<file path="config.mk">
export PLATFORM = sky130hd
export DESIGN_NAME = regfile
export DESIGN_NICKNAME = d
export VERILOG_FILES = /design/src/hdl/regfile.sv
export VERILOG_INCLUDE_DIRS = /design/src /design/src/hdl
export SDC_FILE = /design/constraint.sdc
export NUM_CORES = 2
export LEC_CHECK = 0
export BUFFER_PORTS_ARGS = -buffer_cell sky130_fd_sc_hd__buf_2
export CAP_MARGIN = 10
export CELL_PAD_IN_SITES_DETAIL_PLACEMENT = 0
export CELL_PAD_IN_SITES_GLOBAL_PLACEMENT = 2
export CORE_MARGIN = 2
export CORE_UTILIZATION = 52
export DETAILED_ROUTE_END_ITERATION = 6
export PLACE_DENSITY_LB_ADDON = 0.1
export SYNTH_ARGS = -nofsm -noshare
export SYNTH_HDL_FRONTEND = slang
export SYNTH_SLANG_ARGS = --single-unit
</file>
<file path="constraint.sdc">
create_clock -name clk -period 7.6 [get_ports clk]
set_input_delay 0.76 -clock clk [delete_from_list [all_inputs] [get_ports clk]]
set_output_delay 0.76 -clock clk [all_outputs]
set_load 0.02 [all_outputs]
</file>
<file path="src/hdl/rv_defines.svh">
`ifndef RV_DEFINES_SVH
`define RV_DEFINES_SVH

// datapath widths
`define XLEN 64
`define INST_W 32

// instruction memory, one word per entry
`define IMEM_DEPTH 256
`define IMEM_AW 8

// fetch queue entries
`define FQ_DEPTH 4

// apb register map
`define APB_AW 12
`define REG_IMEM_BASE 12'h000
`define REG_IMEM_LAST 12'h3FC
`define REG_CTRL 12'h800
`define REG_STATUS 12'h804

`endif

</file>
<file path="src/hdl/regfile.sv">
`timescale 1ns/1ps
`include "rv_defines.svh"

module regfile (
  input  logic              clk,
  input  logic              reset,
  input  logic [4:0]        rs1_addr,
  input  logic [4:0]        rs2_addr,
  input  logic              we,
  input  logic [4:0]        waddr,
  input  logic [`XLEN-1:0]  wdata,
  input  logic [4:0]        dbg_addr,
  output logic [`XLEN-1:0]  rs1_data,
  output logic [`XLEN-1:0]  rs2_data,
  output logic [`XLEN-1:0]  dbg_data
);

  logic [`XLEN-1:0] regs [32];

  always_ff @(posedge clk) begin
    if (reset) begin
      for (int i = 0; i < 32; i++) begin
        regs[i] <= '0;
      end
    end else if (we && waddr != 5'd0) begin
      regs[waddr] <= wdata;
    end
  end

  // combinational reads, a write shows up after the edge
  assign rs1_data = regs[rs1_addr];
  assign rs2_data = regs[rs2_addr];
  assign dbg_data = regs[dbg_addr];

  a_x0_zero: assert property (@(posedge clk) disable iff (reset)
    we && waddr == 5'd0 |=> regs[0] == '0);

endmodule

</file>
==> results.json <==
{
  "cts-root-buf": "clkbuf_16",
  "post_cts_buffers": 0,
  "ctsResizeCount": 0,
  "dp_slack_ps": 2730,
  "synth-edff-count": 2048,
  "drcViolationCount": 49,
  "critPathSlowestCell": "buf_8",
  "nets": 7590,
  "end_kind": "output pin",
  "fin_crit_ps": 5000,
  "seqCellArea_um2": 61500,
  "worst_pin_slew_ps": 1330,
  "worst_hold_slack_ps": 460,
  "antenna_found_initial": 76,
  "core_um2": 238000,
  "die_h_um": 493,
  "startpoint_type": "input port",
  "critPathBufInv": 4,
  "die_area_um2": 243000,
  "finalMaxSlewViolations": 0,
  "fin_cells": 10900,
  "grt_first_pass_wirelength_mm": 674,
  "antenna_left": 0,
  "drv_cap": 0,
  "power_mw": 29.7,
  "dp_hpwl_mm": 262,
  "final_core_util_pct": 57.4,
  "violations": "DRC",
  "io_buffers": 278,
  "netlist_instances": 7625,
  "routedWlPerCell_um": 45.2,
  "final-setup-viol-count": 0,
  "powerDensity_nw_per_um2": 217,
  "postPlaceCellArea_um2": 129000,
  "largest_register_ffs": 2048,
  "reg_top3": "regs (2048)",
  "die_x_um": 493,
  "cts_buffers": 226,
  "hold_viol": 0,
  "dr.first_iter.drc_count": 16300,
  "cts_max_path_buffers": 3,
  "slowest_delay_ps": 670,
  "critical_path.top_delay_family": "buffers and inverters",
  "crit_type": "input port to output pin",
  "start_util_pct": 52.3,
  "drive_gt1_share_pct": 37.1,
  "largest_register": "regs",
  "clkTransAtPathRegs_ps": 60,
  "grtUsageTotal_pct": 40.6,
  "grt_pass1_vias": 80700,
  "area_growth_pct": 9.66,
  "slew_headroom_pct": 11.2,
  "clock_sinks": 2048,
  "dr_total_vias": 82300,
  "postSynthAreaPerCell_um2": 16.3,
  "fin_crit_sh_pct": 65.8,
  "ys_ff_latch": 2048,
  "overflow": 0,
  "netlist_area_um2": 124000,
  "critical_path_arrival_ps": 4240,
  "multiInputGateArea_um2": 59600,
  "setup_slack_ps": 2600,
  "cts_tree": "yes",
  "ctsHtreeMaxLevel": 4,
  "async_flop_share_pct": 0,
  "outcome": "complete, but fails checks",
  "ys.flop_type": "edfxtp_1",
  "ir_worst_vdd_mv": 0.190,
  "path_cells": "buf_8, buf_4, buf_4, mux4_2, mux2i_1, mux2i_1, o22a_1, buf_2",
  "timing.fmax_ghz": 0.200,
  "nFillCells": 18100,
  "yosysUniqueCellTypes": 36,
  "yosysSeqAreaShare_pct": 49.4,
  "path_max_fanout": 79,
  "yosys_warnings": 0,
  "p_leak_nw": 46.0,
  "min_path_type": "input port to flop",
  "drt_first_pass_iters": 7,
  "placed_cells": 10400,
  "critPathRequiredTime_ps": 6840,
  "final_area_um2": 136000,
  "wl_mm": 492,
  "rows": 179,
  "place.gp.congestion": 0.855,
  "ios": 279,
  "finalSetupTns_ps": 0,
  "grt_max_degree": 114,
  "rsz0062_at_grt": "false",
  "routed_via_density": 7.55,
  "cts-hold-fix-buffers": 0
}
cells in the final DEF (no fill, tap or decap), types with 9 or more instances in the layout:
master      synthesis  routed
o22ai_1            90      90
bufinv_16           0      26
or2_4               0      32
a21boi_0           16      16
diode_2             0      40
clkinv_2            0      37
clkinv_1            0      57
a211oi_1           32      32
a221o_1            16      16
o21ai_0            41      41
a221oi_1           61      61
nor2_4              0      31
edfxtp_1         2048    2048
clkbuf_16           0     229
mux2_2            274     274
buf_8               0       9
and2_1           1986    1985
mux2i_1           270     270
buf_2             201     262
o32a_1              9       9
o22a_1             12      12
a21oi_1            16      16
nor2b_1            42      37
mux4_2           1679    1679
clkbuf_1          588      37
nor2_1             55      22
buf_4              46     165
clkinvlp_4          0      12
buf_12              0      54
conb_1              1      64
final timing paths:
kind | endpoint | depth (start not counted) | start
hold / removal | regs[7][21] | 2 | wdata[21]
setup / recovery | rs2_data[35] | 8 | rs2_addr[2]
final cells by class:
type / instances / area share, %
inverters: 1 / 0.00825
clock buffers: 266 / 4.30
repair buffers: 498 / 2.85
flip-flops and latches: 2048 / 45.1
well taps: 3167 / 2.90
diodes: 40 / 0.0734
clock inverters: 153 / 1.10
multi-input cells: 4728 / 43.7
where the power goes:
group	internal (mW)	leakage, nW	switching (mW)	total [mW]
sequential	13.1	19.5	0.499	13.6
combinational	2.16	22.9	2.71	4.87
clock	6.37	3.58	4.84	11.2
cell families after synthesis:
| logic type | Yosys count | synth area share (%) |
|---|---|---|
| DFF | 2048 | 49.4 |
| AOI/OAI and AO/OA | 301 | 1.73 |
| buffers and inverters | 912 | 3.15 |
| other | 1 | 0.00301 |
| and+or+nand+nor | 2140 | 10.7 |
| muxes | 2223 | 35.0 |
layer usage:
metal	vias up	GRT usage, %	part of all wire, %
met3	1250	11.4	15
met4	20	19.7	5.5
met5	-	0	0.026
li1	30400	-	-
met1	43200	56.6	35
met2	7524	59.2	44
synth_stat cells (all sizes together), types with 2 or more instances:
| cell | instances | area [µm²] |
|---|---|---|
| mux4 | 1679 | 37800 |
| nor2b | 42 | 263 |
| a21oi | 16 | 80.1 |
| a221o | 16 | 160 |
| o32a | 9 | 90.1 |
| edfxtp | 2048 | 61500 |
| clkbuf | 588 | 2210 |
| or3b | 2 | 17.5 |
| nand2 | 5 | 18.8 |
| o21ai | 41 | 205 |
| o22ai | 90 | 563 |
| or2 | 34 | 213 |
| mux2i | 270 | 2700 |
| a21o | 8 | 60.1 |
| mux2 | 274 | 3090 |
| and2 | 1987 | 12400 |
| a211oi | 32 | 240 |
| nand2b | 6 | 37.5 |
| o22a | 12 | 105 |
| a221oi | 61 | 534 |
| nand4bb | 2 | 22.5 |
| nand3b | 3 | 22.5 |
| a21boi | 16 | 120 |
| buf | 323 | 1700 |
| nor2 | 55 | 206 |
Note: power is estimated with default switching activity, not from simulation.
