[config.mk]
export PLATFORM = sky130hd
export DESIGN_NAME = fetch_queue
export DESIGN_NICKNAME = d
export VERILOG_FILES = /design/src/hdl/fetch_queue.sv
export VERILOG_INCLUDE_DIRS = /design/src /design/src/hdl
export SDC_FILE = /design/constraint.sdc
export NUM_CORES = 1
export LEC_CHECK = 0
export ABC_AREA = 1
export BUFFER_PORTS_ARGS = -buffer_cell sky130_fd_sc_hd__buf_2
export CAP_MARGIN = 20
export CORE_MARGIN = 2
export CORE_UTILIZATION = 45
export CTS_CLUSTER_DIAMETER = 100
export CTS_CLUSTER_SIZE = 14
export DETAILED_ROUTE_END_ITERATION = 8
export PLACE_DENSITY_LB_ADDON = 0.05
export SLEW_MARGIN = 20
export SYNTH_ARGS = -nofsm -noshare
export SYNTH_HDL_FRONTEND = slang
export SYNTH_SLANG_ARGS = --single-unit
[constraint.sdc]
create_clock -name clk -period 4.25 [get_ports clk]
set_input_delay 0.85 -clock clk [delete_from_list [all_inputs] [get_ports clk]]
set_output_delay 0.85 -clock clk [all_outputs]
set_load 0.005 [all_outputs]
[src/hdl/rv_defines.svh]
`ifndef RV_DEFINES_SVH
`define RV_DEFINES_SVH

// datapath widths
`define XLEN 64
`define INST_W 32

// instruction memory, one word per entry
`define IMEM_DEPTH 256
`define IMEM_AW 8

// fetch queue entries
`define FQ_DEPTH 4

// apb register map
`define APB_AW 12
`define REG_IMEM_BASE 12'h000
`define REG_IMEM_LAST 12'h3FC
`define REG_CTRL 12'h800
`define REG_STATUS 12'h804

`endif

[src/hdl/fetch_queue.sv]
`timescale 1ns/1ps
`include "rv_defines.svh"

module fetch_queue #(
  parameter type T = logic [31:0]
) (
  input  logic clk,
  input  logic reset,
  input  logic flush,
  input  logic push_valid,
  input  T     push_data,
  input  logic pop_ready,
  output logic full,
  output logic pop_valid,
  output T     pop_data
);

  localparam int AW = $clog2(`FQ_DEPTH);

  T mem [`FQ_DEPTH];
  logic [AW-1:0] wr_ptr;
  logic [AW-1:0] rd_ptr;
  logic [AW:0] count;
  logic do_push;
  logic do_pop;

  function automatic logic [AW-1:0] next_ptr(input logic [AW-1:0] ptr);
    return (ptr == AW'(`FQ_DEPTH - 1)) ? '0 : ptr + 1'b1;
  endfunction

  assign pop_valid = (count != '0);
  assign do_pop    = pop_valid & pop_ready;
  // a slot freed by this cycle's pop can be refilled at once
  assign full      = (count == (AW+1)'(`FQ_DEPTH)) & ~do_pop;
  assign do_push   = push_valid & ~full;
  assign pop_data  = mem[rd_ptr];

  always_ff @(posedge clk) begin
    if (do_push) begin
      mem[wr_ptr] <= push_data;
    end
  end

  always_ff @(posedge clk) begin
    if (reset || flush) begin
      wr_ptr <= '0;
      rd_ptr <= '0;
      count  <= '0;
    end else begin
      if (do_push) wr_ptr <= next_ptr(wr_ptr);
      if (do_pop) rd_ptr <= next_ptr(rd_ptr);
      case ({do_push, do_pop})
        2'b10:   count <= count + 1'b1;
        2'b01:   count <= count - 1'b1;
        default: count <= count;
      endcase
    end
  end

  // a blocked push must not overrun the buffer
  a_no_overflow: assert property (@(posedge clk) disable iff (reset)
    count <= (AW+1)'(`FQ_DEPTH));

  a_no_underflow: assert property (@(posedge clk) disable iff (reset)
    pop_ready |-> pop_valid);

endmodule

==> impl_metrics.ini, run 1 <==
[status]
status = completed

[sta]
worstMarginPinSlew_ns = 1.07
final.min_clock_period_ns = 2.93
setup_viol_count_final = 0
hold_ws_ns = 0.504
slew_headroom_pct = 28.9
worst_slack_ns = 1.32
final_max_slew_viol_count = 0
skew_ns = 0.00779
period_share_pct = 68.9
rsz0062_at_grt = no
setup_tns_ns = 0
hold_violations = 0
fmax_mhz = 342

[clock_network]
cts_buffers = 17
clk_latency_ns = 0.41
cts-root-buf = clkbuf_16
post_cts_resized = 0
cts_sinks = 137
hold_buffers = 0
post_cts_buffers = 0
clkTransAtPathRegs_ns = 0.05
cts_tree = yes
clockBufferDepth = 2
h-tree-depth = 4

[final_layout]
multi_input_area_sq_um = 1110
fin_util_pct = 56.1
nFillCells = 979
seqCellArea_sq_um = 4030
layout_commonest_cell = edfxtp_1
nets = 498
drive_above_1_share_pct = 26.3
antenna_cells = 0
area_growth_pct = 21.9
final_cell_mix = edfxtp_1, nor2_1, buf_2

[worst_setup_path]
end_kind = primary output
startpoint_type = flop
cp_cell_sequence = inv_2 -> o21ai_0 -> o22ai_1 -> buf_2
crit_fanout = 64
cp.required_ns = 3.40
reg2reg_from = count[1]
critical_path.top_delay_family = buffers and inverters
worstPathArrival_ns = 2.08
worst-path-buf-inv = 2
crit_path_top_delay_cell = inv_2
max_stage_delay_ns = 0.76
worstSetupPathType = reg -> out

[grt]
busiest_layer = met2
antenna_found_initial = 0
grtUsageMet2_pct = 30.5
grt_pass1_wl_mm = 16.6
grt_pass1_vias = 3269
grt_use_met1_pct = 20.9
use_met3_pct = 5.40
grt_max_degree = 65
overflow = 0
grtUsageTotal_pct = 17.7

[floorplanning]
io_pins = 71
row_count = 39
die_h_um = 112
core_area_sq_um = 11400
die-area_sq_um = 12500
start_util_pct = 46.0
die_x_um = 112

[drt]
via_per_inst = 5.19
routed-via-count = 3174
drc = 0
wl_per_cell_um = 17.3
detail-route-antenna-nets = 0
drt_wl_total_mm = 10.6
first_pass_iters = 5
drt-initial-drc-count = 124

[pwr]
p_leak_uw = 0.00235
peakVddDrop_v = 0.000248
power_density_nw_per_um2 = 499

[hold_path]
min_path_type = reg -> reg
min-delay-start = rd_ptr[1]

[synth]
ys_ff_latch = 137
synth_nets = 420
synthTopCellsByArea = edfxtp_1, o21ai_0, nor2_1
postSynthAreaPerCell_sq_um = 13.9
syn_inst = 377
yosysTopAreaCellShare_pct = 73.2
netlist_area_sq_um = 5250
synth_warnings = 0
synth.distinct_cells = 24
ys_seq_area_share_pct = 76.6
yosys.area.top_type = edfxtp_1

[placed_design]
hpwl_mm = 5.85
port_buffers = 70
place_ws_ns = 1.65
gp_congestion = 0.750

[job]
maxCapViolCount = 0
## cell usage after synthesis
master and instances:
a21oi_1 3, a21oi_4 1, buf_2 7, buf_4 1, clkbuf_1 11, dfxtp_1 9, edfxtp_1 128, fa_1 1
ha_1 5, inv_1 15, inv_2 3, nand2_1 2, nand2_2 3, nand2_4 2, nand3_1 1, nand3_2 3
nand4_2 1, nor2_1 75, nor2_2 2, nor2_4 1, o211a_1 1, o21ai_0 63, o21ai_1 7, o22ai_1 32
## worst reg2reg max path: cells and delay by family, from the launching register on
family / cells / cell delay [ns]
buffers and inverters: 1 / 0.29
flip-flops: 1 / 0.40
AND/OR/NAND/NOR: 4 / 1.00
## metrics by stage
stage	power (uW)	instances	instance area (sq um)
CTS	3220	610	6370
detailed placement	1750	578	5780
floorplan	1650	377	5250
global route	3300	611	6400
global placement	1740	578	5780
finish	3190	611	6400
## final timing paths
check                               endpoint  slack [ns]  cells past startpoint
worst min register to register     rd_ptr[1]        0.50                      2
worst max-delay path            pop_data[18]        1.32                      4
worst max register to register     mem[0][9]        2.27                      5
worst min-delay path               rd_ptr[1]        0.50                      2
## state kept, by name (all words and copies together) (netlist names), named ones only
signal  cells
rd_ptr      2
count       3
mem       128
wr_ptr      2
## cell families after synthesis
family | count (synthesis) | share of synthesized area, %
simple gates | 90 | 7.65
buf+inv | 37 | 2.88
compound gates | 107 | 11.3
fa+ha+maj | 6 | 1.57
flops | 137 | 76.6
## routing by layer
| metal | routed length (um) | vias up |
|---|---|---|
| met5 | 0 | - |
| met4 | 102 | 0 |
| met3 | 550 | 10 |
| met2 | 5400 | 84 |
| met1 | 4500 | 1532 |
| li1 | - | 1548 |
## power breakdown
| part | switching [uW] | internal (uW) |
|---|---|---|
| logic | 115 | 70.4 |
| clock network | 504 | 973 |
| registers | 10.8 | 1520 |
## area by class of cell
class                      count  share of cell area, %
timing repair buffer          78                   6.72
inverter                      18                   1.06
tap                          143                   2.79
multi-input combinational    203                   17.3
sequential                   137                   62.9
clock inverter                10                   2.35
clock buffer                  22                   6.94
Power figures use the tool's default switching activity.
==> inputs of run 2 (changes only) <==
Clock period 4.25 ns to 2.6 ns, I/O delays scaled along.
==> impl_metrics.ini, run 2 (same netlist as run 1, synthesis figures left out) <==
[sta]
period_share_pct = 83.5
setup_tns_ns = 0
final_max_slew_viol_count = 0
hold_ws_ns = 0.328
skew_ns = 0.00720
slew_headroom_pct = 71.5
setup_viol_count_final = 0
worstMarginPinSlew_ns = 0.425
hold_violations = 0
final.min_clock_period_ns = 2.17
rsz0062_at_grt = no
fmax_mhz = 460

[drt]
drt-initial-drc-count = 123
first_pass_iters = 4
wl_per_cell_um = 16.4
drt_wl_total_mm = 10.1
via_per_inst = 5.10
routed-via-count = 3144
detail-route-antenna-nets = 0
drc = 0

[worst_setup_path]
reg2reg_from = count[2]
r2r_end = count[2]
reg2reg_depth = 8
r2r_setup_slack_ns = 0.92
startpoint_type = flop
crit_fanout = 36
cp_cell_sequence = inv_2 -> buf_4 -> o21ai_0 -> o22ai_1 -> buf_2
max_stage_delay_ns = 0.34
worstPathArrival_ns = 1.65
worstSetupEndpoint = pop_data[25]
cp.required_ns = 2.08
end_kind = primary output
worstSetupPathType = reg -> out
crit_path_top_delay_cell = buf_4

[floorplanning]
die_x_um = 112
die-area_sq_um = 12500
row_count = 39
start_util_pct = 46.0
io_pins = 71
core_area_sq_um = 11400
die_h_um = 112

[grt]
grt_pass1_wl_mm = 15.8
overflow = 0
grt_pass1_vias = 2973
antenna_found_initial = 0
grt_max_degree = 37
grtUsageTotal_pct = 16.9

[final_layout]
regMostFlops = mem
antenna_cells = 0
layout_commonest_cell = edfxtp_1
largest_reg_flops = 128
nets = 504
final_cell_mix = edfxtp_1, nor2_1, buf_2
area_growth_pct = 21.4
reg_top3 = mem: 128 flops, count: 3 flops
drive_above_1_share_pct = 27.0

[clock_network]
hold_buffers = 0
cts_buffers = 17
clkTransAtPathRegs_ns = 0.05
post_cts_buffers = 0
cts_tree = yes
post_cts_resized = 0
h-tree-depth = 4
clk_latency_ns = 0.41
clockBufferDepth = 2
cts_sinks = 137
cts-root-buf = clkbuf_16

[placed_design]
gp_congestion = 0.794
port_buffers = 70
hpwl_mm = 6.05

[pwr]
power.total_uw = 4870
p_leak_uw = 0.00234
peakVddDrop_v = 0.000488
power_density_nw_per_um2 = 763

[status]
status = completed

[hold_path]
hold_depth = 1
min_path_type = in -> reg

[job]
maxCapViolCount = 0
## run 2: stage by stage
step / setup WS (ns) / util (%) / cells / instance area [sq um]
global route: 0.314 / 55.8 / 617 / 6370
global placement: 0.724 / 51.3 / 585 / 5860
floorplan: 0.0284 / - / 377 / 5250
CTS: 0.404 / 55.8 / 617 / 6370
finish: 0.428 / 55.8 / 617 / 6370
detailed placement: 0.686 / 51.3 / 585 / 5860
## run 2: power breakdown
part / leakage, uW / switching (uW) / internal, uW / total [uW]
Clock: 0.000254 / 774 / 1290 / 2060
Sequential: 0.00125 / 17.1 / 2480 / 2500
Combinational: 0.000838 / 187 / 118 / 305
## run 2: worst min path at each step
| stage | start | slack (ns) | to |
|---|---|---|---|
| floorplan | rd_ptr[1] | 0.48 | flop |
| finish | push_data[29] | 0.33 | mem[0][29] |
| CTS | push_data[29] | 0.31 | mem[1][29] |
| global placement | rd_ptr[1] | 0.51 | rd_ptr[1] |
| detailed placement | rd_ptr[1] | 0.51 | rd_ptr[1] |
| global route | push_data[29] | 0.31 | mem[0][29] |
## run 2: worst max-delay path: cells and delay by family (launching register included)
family	cells	cell delay [ns]
compound gates	2	0.37
buf+inv	3	0.55
flops	1	0.33
## run 2: final cells by class
| type | count | area (sq um) |
|---|---|---|
| Clock inverter | 4 | 18.8 |
| Timing Repair Buffer | 84 | 480 |
| Clock buffer | 28 | 497 |
| Inverter | 18 | 67.6 |
| Sequential cell | 137 | 4030 |
| Tap cell | 143 | 179 |
| Multi-Input combinational cell | 203 | 1110 |
| Fill cell | 947 | 5040 |
## run 2: per-layer routing
layer / wire length, um / part of all wire [%] / vias to the layer above / global-route usage [%]
li1: - / - / 1564 / -
met1: 4640 / 46 / 1504 / 21.6
met2: 4980 / 49 / 61 / 27.4
met3: 345 / 3.4 / 15 / 4.97
met4: 154 / 1.5 / 0 / 7.07
met5: 0 / 0 / - / 0
